==> src/hw/cnn_pkg.sv <==
package cnn_pkg;

    //////////////////////////////////////////////////////////////////////
    // fixed field widths
    //////////////////////////////////////////////////////////////////////

    // largest kernel side, weights stored row-major as row*4+col
    localparam int MAX_K  = 4;
    localparam int N_WGT  = MAX_K * MAX_K;
    localparam int WIDX_W = $clog2(N_WGT);
    // coordinates cover sides up to 16 plus headroom
    localparam int CRD_W  = 5;
    // accumulated sum carried between stages
    localparam int SUM_W  = 20;

    //////////////////////////////////////////////////////////////////////
    // instruction
    //////////////////////////////////////////////////////////////////////

    // every other code is rejected
    typedef enum logic [3:0] {
        OP_NOP  = 4'h0,
        OP_CONV = 4'h1
    } opcode_e;

    // opcode sits in the top nibble
    typedef struct packed {
        logic [3:0]       opcode;
        logic [CRD_W-1:0] in_height;
        logic [CRD_W-1:0] in_width;
        logic [2:0]       kernel_size;
        logic [1:0]       stride;
        logic             relu_en;
        logic             pool_en;
        // must be zero
        logic [10:0]      spare;
    } instr_t;

    // latched layer setup
    typedef struct packed {
        logic [CRD_W-1:0] in_height;
        logic [CRD_W-1:0] in_width;
        logic [2:0]       kernel_size;
        logic [1:0]       stride;
        logic             relu_en;
        logic             pool_en;
    } layer_cfg_t;

    //////////////////////////////////////////////////////////////////////
    // stage payloads
    //////////////////////////////////////////////////////////////////////

    typedef struct packed {
        logic [CRD_W-1:0] out_row;
        logic [CRD_W-1:0] out_col;
        // final position of the layer
        logic             last;
    } pos_t;

    typedef struct packed {
        pos_t                    pos;
        logic signed [SUM_W-1:0] sum;
    } acc_t;

    typedef struct packed {
        logic [CRD_W-1:0]        row;
        logic [CRD_W-1:0]        col;
        logic signed [SUM_W-1:0] value;
    } px_out_t;

endpackage

==> src/hw/layer_decoder.sv <==
module layer_decoder import cnn_pkg::*; #(
    parameter int MAX_DIM = 16
) (
    input  logic       clk,
    input  logic       rst,
    input  logic       instr_valid,
    input  instr_t     instr,
    input  logic       busy,
    output logic       start,
    output layer_cfg_t cfg,
    output logic       illegal_instr
);

    logic blocked;
    logic conv_ok;

    // busy rises a cycle after start, so start itself also blocks
    assign blocked = busy || start;

    // field checks for a conv layer
    assign conv_ok = (instr.kernel_size >= 3'd1) && (instr.kernel_size <= 3'(MAX_K))
                  && (instr.stride != 2'd0)
                  && ({2'b00, instr.kernel_size} <= instr.in_height)
                  && ({2'b00, instr.kernel_size} <= instr.in_width)
                  && (instr.in_height <= CRD_W'(MAX_DIM))
                  && (instr.in_width <= CRD_W'(MAX_DIM))
                  && (instr.spare == '0);

    // strobes
    always_ff @(posedge clk or posedge rst) begin
        if (rst) begin
            start         <= 1'b0;
            illegal_instr <= 1'b0;
        end else begin
            start         <= 1'b0;
            illegal_instr <= 1'b0;
            if (instr_valid) begin
                if (blocked) begin
                    illegal_instr <= 1'b1;
                end else begin
                    case (opcode_e'(instr.opcode))
                        // nop is dropped quietly
                        OP_NOP:  ;
                        OP_CONV: begin
                            start         <= conv_ok;
                            illegal_instr <= !conv_ok;
                        end
                        default: illegal_instr <= 1'b1;
                    endcase
                end
            end
        end
    end

    // config latch, only on an accepted conv
    always_ff @(posedge clk) begin
        if (instr_valid && !blocked && (instr.opcode == OP_CONV) && conv_ok) begin
            cfg.in_height   <= instr.in_height;
            cfg.in_width    <= instr.in_width;
            cfg.kernel_size <= instr.kernel_size;
            cfg.stride      <= instr.stride;
            cfg.relu_en     <= instr.relu_en;
            cfg.pool_en     <= instr.pool_en;
        end
    end

endmodule

==> src/hw/conv_sequencer.sv <==
module conv_sequencer import cnn_pkg::*; (
    input  logic       clk,
    input  logic       rst,
    input  logic       start,
    input  layer_cfg_t cfg,
    input  logic       acc_valid,
    input  logic       layer_done,
    output logic       pos_valid,
    output pos_t       pos,
    output logic       busy
);

    typedef enum logic [1:0] {
        IDLE,
        ISSUE,
        WAIT_MAC
    } state_e;

    state_e           state;
    logic [CRD_W-1:0] out_h;
    logic [CRD_W-1:0] out_w;
    logic [CRD_W-1:0] row_cnt;
    logic [CRD_W-1:0] col_cnt;
    logic             row_end;
    logic             col_end;

    // output side = (input side - kernel) / stride + 1
    function automatic logic [CRD_W-1:0] out_dim(input logic [CRD_W-1:0] side,
                                                 input logic [2:0]       k,
                                                 input logic [1:0]       s);
        logic [CRD_W-1:0] span;
        span = side - CRD_W'(k);
        return span / CRD_W'(s) + CRD_W'(1);
    endfunction

    assign row_end = (row_cnt == out_h - CRD_W'(1));
    assign col_end = (col_cnt == out_w - CRD_W'(1));

    // one position per ISSUE cycle
    assign pos_valid   = (state == ISSUE);
    assign pos.out_row = row_cnt;
    assign pos.out_col = col_cnt;
    assign pos.last    = row_end && col_end;

    always_ff @(posedge clk or posedge rst) begin
        if (rst) begin
            state   <= IDLE;
            busy    <= 1'b0;
            out_h   <= '0;
            out_w   <= '0;
            row_cnt <= '0;
            col_cnt <= '0;
        end else begin
            // post stage closes the layer
            if (layer_done) begin
                busy <= 1'b0;
            end
            case (state)
                IDLE: begin
                    if (start) begin
                        out_h   <= out_dim(cfg.in_height, cfg.kernel_size, cfg.stride);
                        out_w   <= out_dim(cfg.in_width, cfg.kernel_size, cfg.stride);
                        row_cnt <= '0;
                        col_cnt <= '0;
                        busy    <= 1'b1;
                        state   <= ISSUE;
                    end
                end
                ISSUE: state <= WAIT_MAC;
                WAIT_MAC: begin
                    // wait for the window sum before the next one
                    if (acc_valid) begin
                        if (row_end && col_end) begin
                            state <= IDLE;
                        end else begin
                            state <= ISSUE;
                            if (col_end) begin
                                col_cnt <= '0;
                                row_cnt <= row_cnt + CRD_W'(1);
                            end else begin
                                col_cnt <= col_cnt + CRD_W'(1);
                            end
                        end
                    end
                end
                default: state <= IDLE;
            endcase
        end
    end

endmodule

==> src/hw/feature_store.sv <==
module feature_store import cnn_pkg::*; #(
    parameter int MAX_DIM = 16,
    parameter int DATA_W  = 8
) (
    input  logic                       clk,
    input  logic                       rst,
    // image write
    input  logic                       img_we,
    input  logic [$clog2(MAX_DIM)-1:0] img_row,
    input  logic [$clog2(MAX_DIM)-1:0] img_col,
    input  logic signed [DATA_W-1:0]   img_data,
    // weight write
    input  logic                       wgt_we,
    input  logic [WIDX_W-1:0]          wgt_idx,
    input  logic signed [DATA_W-1:0]   wgt_data,
    // window read
    input  logic [$clog2(MAX_DIM)-1:0] rd_row,
    input  logic [$clog2(MAX_DIM)-1:0] rd_col,
    input  logic [WIDX_W-1:0]          rd_idx,
    output logic signed [DATA_W-1:0]   rd_pixel,
    output logic signed [DATA_W-1:0]   rd_weight
);

    logic signed [DATA_W-1:0] img_mem [MAX_DIM][MAX_DIM];
    logic signed [DATA_W-1:0] wgt_mem [N_WGT];

    // both stores start out zeroed
    always_ff @(posedge clk or posedge rst) begin
        if (rst) begin
            for (int r = 0; r < MAX_DIM; r++) begin
                for (int c = 0; c < MAX_DIM; c++) begin
                    img_mem[r][c] <= '0;
                end
            end
            for (int i = 0; i < N_WGT; i++) begin
                wgt_mem[i] <= '0;
            end
        end else begin
            if (img_we) begin
                img_mem[img_row][img_col] <= img_data;
            end
            if (wgt_we) begin
                wgt_mem[wgt_idx] <= wgt_data;
            end
        end
    end

    // same-cycle reads for the mac
    assign rd_pixel  = img_mem[rd_row][rd_col];
    assign rd_weight = wgt_mem[rd_idx];

endmodule

==> src/hw/window_mac.sv <==
module window_mac import cnn_pkg::*; #(
    parameter int MAX_DIM = 16,
    parameter int DATA_W  = 8,
    parameter int ACC_W   = 20
) (
    input  logic                       clk,
    input  logic                       rst,
    input  layer_cfg_t                 cfg,
    input  logic                       pos_valid,
    input  pos_t                       pos,
    // store read port
    output logic [$clog2(MAX_DIM)-1:0] rd_row,
    output logic [$clog2(MAX_DIM)-1:0] rd_col,
    output logic [WIDX_W-1:0]          rd_idx,
    input  logic signed [DATA_W-1:0]   rd_pixel,
    input  logic signed [DATA_W-1:0]   rd_weight,
    // window result
    output logic                       acc_valid,
    output acc_t                       acc
);

    localparam int AW = $clog2(MAX_DIM);

    logic                      running;
    logic [1:0]                tap_r;
    logic [1:0]                tap_c;
    logic                      tap_r_end;
    logic                      tap_c_end;
    logic [AW-1:0]             org_row;
    logic [AW-1:0]             org_col;
    pos_t                      pos_q;
    logic signed [2*DATA_W-1:0] prod;
    logic signed [ACC_W-1:0]   sum;

    // last tap index is k-1
    assign tap_r_end = ({1'b0, tap_r} == cfg.kernel_size - 3'd1);
    assign tap_c_end = ({1'b0, tap_c} == cfg.kernel_size - 3'd1);

    // window origin plus tap offset
    assign rd_row = org_row + AW'(tap_r);
    assign rd_col = org_col + AW'(tap_c);
    assign rd_idx = {tap_r, tap_c};

    assign prod = rd_pixel * rd_weight;

    //////////////////////////////////////////////////////////////////////
    // tap stepping
    //////////////////////////////////////////////////////////////////////

    always_ff @(posedge clk or posedge rst) begin
        if (rst) begin
            running   <= 1'b0;
            acc_valid <= 1'b0;
            tap_r     <= '0;
            tap_c     <= '0;
        end else begin
            // sum is complete one cycle after the last tap
            acc_valid <= running && tap_r_end && tap_c_end;
            if (pos_valid) begin
                running <= 1'b1;
                tap_r   <= '0;
                tap_c   <= '0;
            end else if (running) begin
                if (tap_c_end) begin
                    tap_c <= '0;
                    if (tap_r_end) begin
                        running <= 1'b0;
                    end else begin
                        tap_r <= tap_r + 2'd1;
                    end
                end else begin
                    tap_c <= tap_c + 2'd1;
                end
            end
        end
    end

    // origin = output coordinate * stride
    always_ff @(posedge clk) begin
        if (pos_valid) begin
            org_row <= AW'(pos.out_row * cfg.stride);
            org_col <= AW'(pos.out_col * cfg.stride);
            pos_q   <= pos;
            sum     <= '0;
        end else if (running) begin
            sum <= sum + prod;
        end
    end

    assign acc.pos = pos_q;
    assign acc.sum = SUM_W'(sum);

endmodule

==> src/hw/relu_pool_stage.sv <==
module relu_pool_stage import cnn_pkg::*; #(
    parameter int MAX_DIM = 16,
    parameter int ACC_W   = 20
) (
    input  logic       clk,
    input  logic       rst,
    input  layer_cfg_t cfg,
    input  logic       acc_valid,
    input  acc_t       acc,
    output logic       out_valid,
    output px_out_t    out_px,
    output logic       layer_done
);

    // pooled column index width
    localparam int PW = $clog2(MAX_DIM / 2);

    logic signed [ACC_W-1:0] val;
    logic signed [ACC_W-1:0] held;
    logic signed [ACC_W-1:0] cur;
    logic [PW-1:0]           pcol;
    logic                    row_odd;
    logic                    col_odd;
    logic                    emit;

    // one running max per pooled column, covers half a row
    logic signed [ACC_W-1:0] line_buf [MAX_DIM / 2];

    // relu clamp
    assign val = (cfg.relu_en && (acc.sum < 0)) ? '0 : ACC_W'(acc.sum);

    assign row_odd = acc.pos.out_row[0];
    assign col_odd = acc.pos.out_col[0];
    assign pcol    = acc.pos.out_col[PW:1];
    assign held    = line_buf[pcol];
    assign cur     = (held > val) ? held : val;

    // pooling only lets the bottom-right of each 2x2 through
    assign emit = !cfg.pool_en || (row_odd && col_odd);

    always_ff @(posedge clk or posedge rst) begin
        if (rst) begin
            out_valid  <= 1'b0;
            layer_done <= 1'b0;
        end else begin
            out_valid  <= acc_valid && emit;
            // fires even when the last pixel is dropped by pooling
            layer_done <= acc_valid && acc.pos.last;
        end
    end

    //////////////////////////////////////////////////////////////////////
    // datapath
    //////////////////////////////////////////////////////////////////////

    always_ff @(posedge clk) begin
        if (acc_valid) begin
            if (!cfg.pool_en) begin
                out_px.row   <= acc.pos.out_row;
                out_px.col   <= acc.pos.out_col;
                out_px.value <= SUM_W'(val);
            end else if (row_odd && col_odd) begin
                // halved coords
                out_px.row   <= {1'b0, acc.pos.out_row[CRD_W-1:1]};
                out_px.col   <= {1'b0, acc.pos.out_col[CRD_W-1:1]};
                out_px.value <= SUM_W'(cur);
            end else if (!row_odd && !col_odd) begin
                // first of a 2x2 group
                line_buf[pcol] <= val;
            end else begin
                line_buf[pcol] <= cur;
            end
        end
    end

endmodule

==> src/hw/cnn_layer_top.sv <==
module cnn_layer_top import cnn_pkg::*; #(
    parameter int MAX_DIM = 16,
    parameter int DATA_W  = 8,
    parameter int ACC_W   = 20
) (
    input  logic                       clk,
    input  logic                       rst,
    // image load
    input  logic                       img_we,
    input  logic [$clog2(MAX_DIM)-1:0] img_row,
    input  logic [$clog2(MAX_DIM)-1:0] img_col,
    input  logic signed [DATA_W-1:0]   img_data,
    // weight load
    input  logic                       wgt_we,
    input  logic [WIDX_W-1:0]          wgt_idx,
    input  logic signed [DATA_W-1:0]   wgt_data,
    // instruction
    input  logic                       instr_valid,
    input  instr_t                     instr,
    // results
    output logic                       out_valid,
    output px_out_t                    out_px,
    output logic                       layer_done,
    output logic                       busy,
    output logic                       illegal_instr
);

    localparam int AW = $clog2(MAX_DIM);

    logic                     start;
    layer_cfg_t               cfg;
    logic                     pos_valid;
    pos_t                     pos;
    logic                     acc_valid;
    acc_t                     acc;
    logic [AW-1:0]            rd_row;
    logic [AW-1:0]            rd_col;
    logic [WIDX_W-1:0]        rd_idx;
    logic signed [DATA_W-1:0] rd_pixel;
    logic signed [DATA_W-1:0] rd_weight;

    //////////////////////////////////////////////////////////////////////
    // control
    //////////////////////////////////////////////////////////////////////

    layer_decoder #(.MAX_DIM(MAX_DIM)) u_decoder (
        .clk(clk), .rst(rst), .instr_valid(instr_valid), .instr(instr),
        .busy(busy), .start(start), .cfg(cfg), .illegal_instr(illegal_instr)
    );

    // acc_valid paces the next position
    conv_sequencer u_sequencer (
        .clk(clk), .rst(rst), .start(start), .cfg(cfg), .acc_valid(acc_valid),
        .layer_done(layer_done), .pos_valid(pos_valid), .pos(pos), .busy(busy)
    );

    //////////////////////////////////////////////////////////////////////
    // datapath
    //////////////////////////////////////////////////////////////////////

    feature_store #(.MAX_DIM(MAX_DIM), .DATA_W(DATA_W)) u_store (
        .clk(clk), .rst(rst),
        .img_we(img_we), .img_row(img_row), .img_col(img_col), .img_data(img_data),
        .wgt_we(wgt_we), .wgt_idx(wgt_idx), .wgt_data(wgt_data),
        .rd_row(rd_row), .rd_col(rd_col), .rd_idx(rd_idx),
        .rd_pixel(rd_pixel), .rd_weight(rd_weight)
    );

    window_mac #(.MAX_DIM(MAX_DIM), .DATA_W(DATA_W), .ACC_W(ACC_W)) u_mac (
        .clk(clk), .rst(rst), .cfg(cfg), .pos_valid(pos_valid), .pos(pos),
        .rd_row(rd_row), .rd_col(rd_col), .rd_idx(rd_idx),
        .rd_pixel(rd_pixel), .rd_weight(rd_weight),
        .acc_valid(acc_valid), .acc(acc)
    );

    relu_pool_stage #(.MAX_DIM(MAX_DIM), .ACC_W(ACC_W)) u_post (
        .clk(clk), .rst(rst), .cfg(cfg), .acc_valid(acc_valid), .acc(acc),
        .out_valid(out_valid), .out_px(out_px), .layer_done(layer_done)
    );

endmodule

==> config.mk <==
export PLATFORM = sky130hd
export DESIGN_NAME = cnn_layer_top
export DESIGN_NICKNAME = d
export VERILOG_FILES = /design/src/hw/cnn_pkg.sv /design/src/hw/layer_decoder.sv /design/src/hw/conv_sequencer.sv /design/src/hw/feature_store.sv /design/src/hw/window_mac.sv /design/src/hw/relu_pool_stage.sv /design/src/hw/cnn_layer_top.sv
export SDC_FILE = /design/constraint.sdc
export NUM_CORES = 2
export LEC_CHECK = 0
export ABC_AREA = 1
export BUFFER_PORTS_ARGS = -buffer_cell sky130_fd_sc_hd__buf_2
export CELL_PAD_IN_SITES_DETAIL_PLACEMENT = 1
export CELL_PAD_IN_SITES_GLOBAL_PLACEMENT = 1
export CORE_AREA = 4 4 490 492
export CTS_CLUSTER_DIAMETER = 200
export CTS_CLUSTER_SIZE = 28
export DETAILED_ROUTE_END_ITERATION = 8
export DIE_AREA = 0 0 494 496
export MAX_ROUTING_LAYER = met4
export PLACE_DENSITY = 0.77
export SLEW_MARGIN = 25
export SYNTH_ARGS = -nofsm -noshare
export SYNTH_HDL_FRONTEND = slang
export SYNTH_SLANG_ARGS = --single-unit
export TNS_END_PERCENT = 1
==> constraint.sdc <==
create_clock -name clk -period 103.9 [get_ports clk]
set_input_delay 20.78 -clock clk [delete_from_list [all_inputs] [get_ports clk]]
set_output_delay 20.78 -clock clk [all_outputs]
set_load 0.1 [all_outputs]
==> results summary <==
The flow ran to the end, and the final reports show no timing, DRC or antenna violations. The worst setup path is launched from an input pin. The largest single stage delay on the critical path is 0.80 ns.

The share of Yosys cell area claimed by the top area cell type is 48.1%. The type of the worst min-delay path is register to register. The destination of the worst hold path is u_post.layer_done. The final critical path time including I/O delays and setup is 25.32 ns. Routability-driven placement finished with a final weighted congestion of 0.853. The post-synthesis share of cell area spent on xor and xnor gates is 0.418%. The power share of the clock group is 28.2%. The count of routing violations after the opening detailed-route iteration came out at 9698. The ratio of cells with drive above 1 in the final layout is 4.88%.

The launch point of the worst reg-to-reg path is u_mac.tap_r[0]. The share of the Yosys chip area taken by registers is 54.4%. dfrtp_1 takes more of the synthesized area than any other cell. The number of detailed-route iterations in the first pass is 5. The floorplan has 178 rows. The initial antenna violation count came to 13.

The worst register-to-register path ends at u_mac.sum[19]. By count the netlist is led by nand2_1, o21ai_0, dfrtp_1. The highest fanout seen on the critical path is 161. The number of buffers inserted during clock tree synthesis is 97. Once detail routing completed, the nets flagged for antenna violations numbered 0. The portion of synthesized area spent on multiplexers is 0.00871%. The area fraction in compound gates after synthesis came out at 20.9%.

The post-CTS repair timing setup buffer count came out at 0. The worst reg-to-reg path cell count is 36. After synthesis, the largest family of logic cells by area is compound AO/OA/AOI/OAI gates. The number of hold-slack violations in the final timing report is 0. The final layout contains 12700 nets. Once routing completed, OpenROAD measured the worst setup slack at 78.58 ns. Adding up every negative setup slack in the final design gives 0 ns. For flop-to-flop paths, the worst setup slack is 92.39 ns. The via density per instance is 6.17. The ratio of total power to cell area came out at 14.3 nW/um^2. The highest attainable clock frequency came out at 39.5 MHz.

The number of nets in the synthesized netlist came out at 13400. For this design the static power due to leakage is 0.0520 uW. The most prevalent standard cell on the critical path is buf_4.

The number of gates given a new drive strength after cts came out at 0. The count of pins over their slew limit came out at 0. The synthesized design contains 226 enable-type register cells. The total internal power came out at 1260 uW. At the pin with the least slew margin, the transition time is 1.09 ns. The number of remaining DRC errors is 0. The warning count from the yosys run is 0. The global-route congestion overflow total came out at 0. The clock tree synthesis step divided the H-tree into 3 levels. After detailed placement, the total cell area comes to 117000 um^2. Wires add up to 382000 um.

The total global-route track usage came out at 31.7%. The distinct cell type count after synthesis is 61. The post-synthesis instance total came out at 13100. In this run the standard cell core region covers 235000 um^2. The share of the cycle needed by the critical path after routing came out at 24.4%.

During I/O placement, the number of pins put on the boundary was 99. The slowest stage of the critical path belongs to the cell buf_4. The root buffer cell is clkbuf_16.

The average routed wire per standard cell is 24.5 um. The number of clock sinks came out at 2458. Of the total power, the share spent switching nets is 26.6%.

The share of synthesized cell area in and, or, nand and nor gates came out at 16.2%. The switching power summed over all nets is 455 uW. The largest net degree at the start of global routing came out at 162. The most common cell in the synthesized netlist is nand2_1. Of all flip-flops after synthesis, the portion carrying an async set or reset was 89.9%.

The initial core utilization came out at 48.8%. The signal on the critical path passes through buf_2, inv_8, buf_4, buf_12, buf_6, buf_12, buf_4, buf_4. After detailed placement, the design holds a cell count of 15500.

STA classifies the critical path endpoint as an async pin. The final cell area excluding filler cells is 119000 um^2. The worst vdd rail ir drop is 15.7 uV.

Setup violations remaining at the end of the flow were counted as 0. The combinational fraction of design power came out at 10.9%. The cell area after technology mapping came out at 115000 um^2. The setup clock skew after layout came out at 0.0389 ns. STA puts the critical path data required time at 104.75 ns. Measured along the x axis, the die boundary spans 494 um.

After the flow finishes, the layout carries non-filler instances totaling 15600. The maximum count of clock buffers along a single path is 3. The die boundary height is 496 um.

The detailed-route via count came out at 96300. The number of global-route vias before repair was 99600. The number of hold buffers added after cts is 0. The startpoint identified for the worst hold timing path is u_mac.acc[20].

The most used flip-flop cell after synthesis is dfrtp_1. The critical path in this run is classified as input pin to async pin. The worst max-slew margin expressed relative to the limit came out at 27.2%.

The average footprint of a synthesized cell is 8.75 um^2. Setup repair after global routing left no endpoint under its margin. Counting flops and latches in the post-synthesis netlist gives 2458. After clock tree synthesis, the clock-pin slew on the worst setup and hold paths is 0.11 ns. In the post-synthesis netlist, the biggest area contributors are dfrtp_1, o21ai_0, nand2_1. The layout overhead on the synthesized area came out at 3.91%. Along the worst hold path, the cell count comes to 2. The fraction of power consumed by sequential logic came out at 61.0%. At the placement stage, the worst setup path has a slack of 77.30 ns. In this run the tool buffered the top-level ports with 98 buffer cells. The adder-cell area share of the yosys netlist is 2.93%. The first global-routing pass estimated 595000 um of wire. The clock latency at the later pin of the worst-skew pair is 0.81 ns.

For the worst setup path, the data arrival time is 26.16 ns. The max-cap check violation count is 0. The TritonCTS clock tree is done. The sum of net half-perimeters after detailed placement came out at 231000 um. The die area is 245000 um^2.
## state kept, by name (all words and copies together) (netlist names), named ones only
name	flops
u_mac.running	1
u_decoder.illegal_instr	1
u_mac.sum	20
u_store.wgt_mem	128
u_mac.tap_r	2
u_store.img_mem	2048
u_mac.org_col	4
u_sequencer.state	2
u_post.out_px	30
u_sequencer.row_cnt	5
u_mac.tap_c	2
u_sequencer.out_w	5
u_sequencer.out_h	5
u_decoder.cfg	17
u_post.out_valid	1
u_sequencer.busy	1
u_post.layer_done	1
u_sequencer.col_cnt	5
u_mac.acc_valid	1
u_decoder.start	1
u_post.line_buf	160
u_mac.acc	11
u_mac.org_row	4
## layer usage
| layer | GRT usage [%] | up-vias | routed length (um) |
|---|---|---|---|
| met4 | 11.5 | 0 | 14000 |
| met3 | 3.68 | 581 | 20900 |
| met1 | 43.1 | 50000 | 169000 |
| li1 | - | 43100 | - |
| met2 | 49.6 | 2660 | 178000 |
| met5 | - | - | 0 |
## final cells by class
type / count / area (um^2)
antenna: 13 / 32.5
clock buffer: 114 / 2580
clock inverter: 3 / 26.3
fill: 27400 / 116000
inverter: 373 / 1500
multi-input combinational: 9255 / 46800
sequential: 2458 / 62500
tap: 3150 / 3940
timing repair buffer: 256 / 1950
## per-stage QoR
step / utilization, % / hold slack, ns / power (uW)
6_report: 50.8 / 0.465 / 1710
2_1_floorplan: - / 0.413 / 1190
3_3_place_gp: 49.5 / 0.428 / 1230
5_1_grt: 50.7 / 0.499 / 1790
3_5_place_dp: 49.6 / 0.451 / 1250
4_1_cts: 50.7 / 0.477 / 1720
## logic make-up after synthesis
group | after synthesis
AOI/OAI and AO/OA | 4274
muxes | 1
buffers and inverters | 1420
adders and majority gates | 211
and+or+nand+nor | 4715
DFF | 2458
xor gates and xnor gates | 54
## power by group through the flow
stage,clock [uW],combinational [uW],sequential [uW]
floorplan,0,129,1060
global placement,0,174,1060
detailed placement,0,185,1060
CTS,492,186,1040
global route,525,212,1050
finish,483,186,1040
## how the worst max path moves through the flow
stage	start	endpoint	slack, ns	cells after the start
floorplan	rst	u_decoder.illegal_instr	20.71	1
global placement	rst	u_store.wgt_mem[70]	77.47	8
detailed placement	rst	u_store.wgt_mem[70]	77.30	8
CTS	rst	u_store.wgt_mem[70]	78.18	8
global route	rst	u_store.wgt_mem[65]	77.83	8
finish	rst	u_store.wgt_mem[70]	78.58	8
## cells in the final DEF, fill, tap and decap left out, types with 13 or more instances in the layout
| cell type | n |
|---|---|
| a21oi_1 | 642 |
| a221oi_1 | 190 |
| a32o_1 | 49 |
| buf_12 | 14 |
| buf_2 | 98 |
| buf_4 | 132 |
| clkbuf_1 | 13 |
| clkbuf_16 | 101 |
| dfrtp_1 | 2208 |
| dfxtp_1 | 21 |
| diode_2 | 13 |
| edfxtp_1 | 226 |
| fa_1 | 95 |
| ha_1 | 112 |
| inv_1 | 344 |
| nand2_1 | 3315 |
| nand3_1 | 287 |
| nand3b_1 | 40 |
| nand4_1 | 24 |
| nor2_1 | 872 |
| nor2_2 | 22 |
| nor2_4 | 22 |
| nor3_1 | 58 |
| o211ai_1 | 69 |
| o21ai_0 | 2857 |
| o21ai_1 | 167 |
| o221a_1 | 32 |
| o221a_2 | 124 |
| o221ai_1 | 44 |
| o22ai_1 | 16 |
| o32ai_1 | 39 |
| or3_1 | 26 |
| xnor2_1 | 31 |
| xor2_1 | 20 |
## critical path, delay by kind of cell
kind	cells	cell delay, ns
buf+inv	8	4.75
Note: power is estimated with default switching activity, not from simulation.
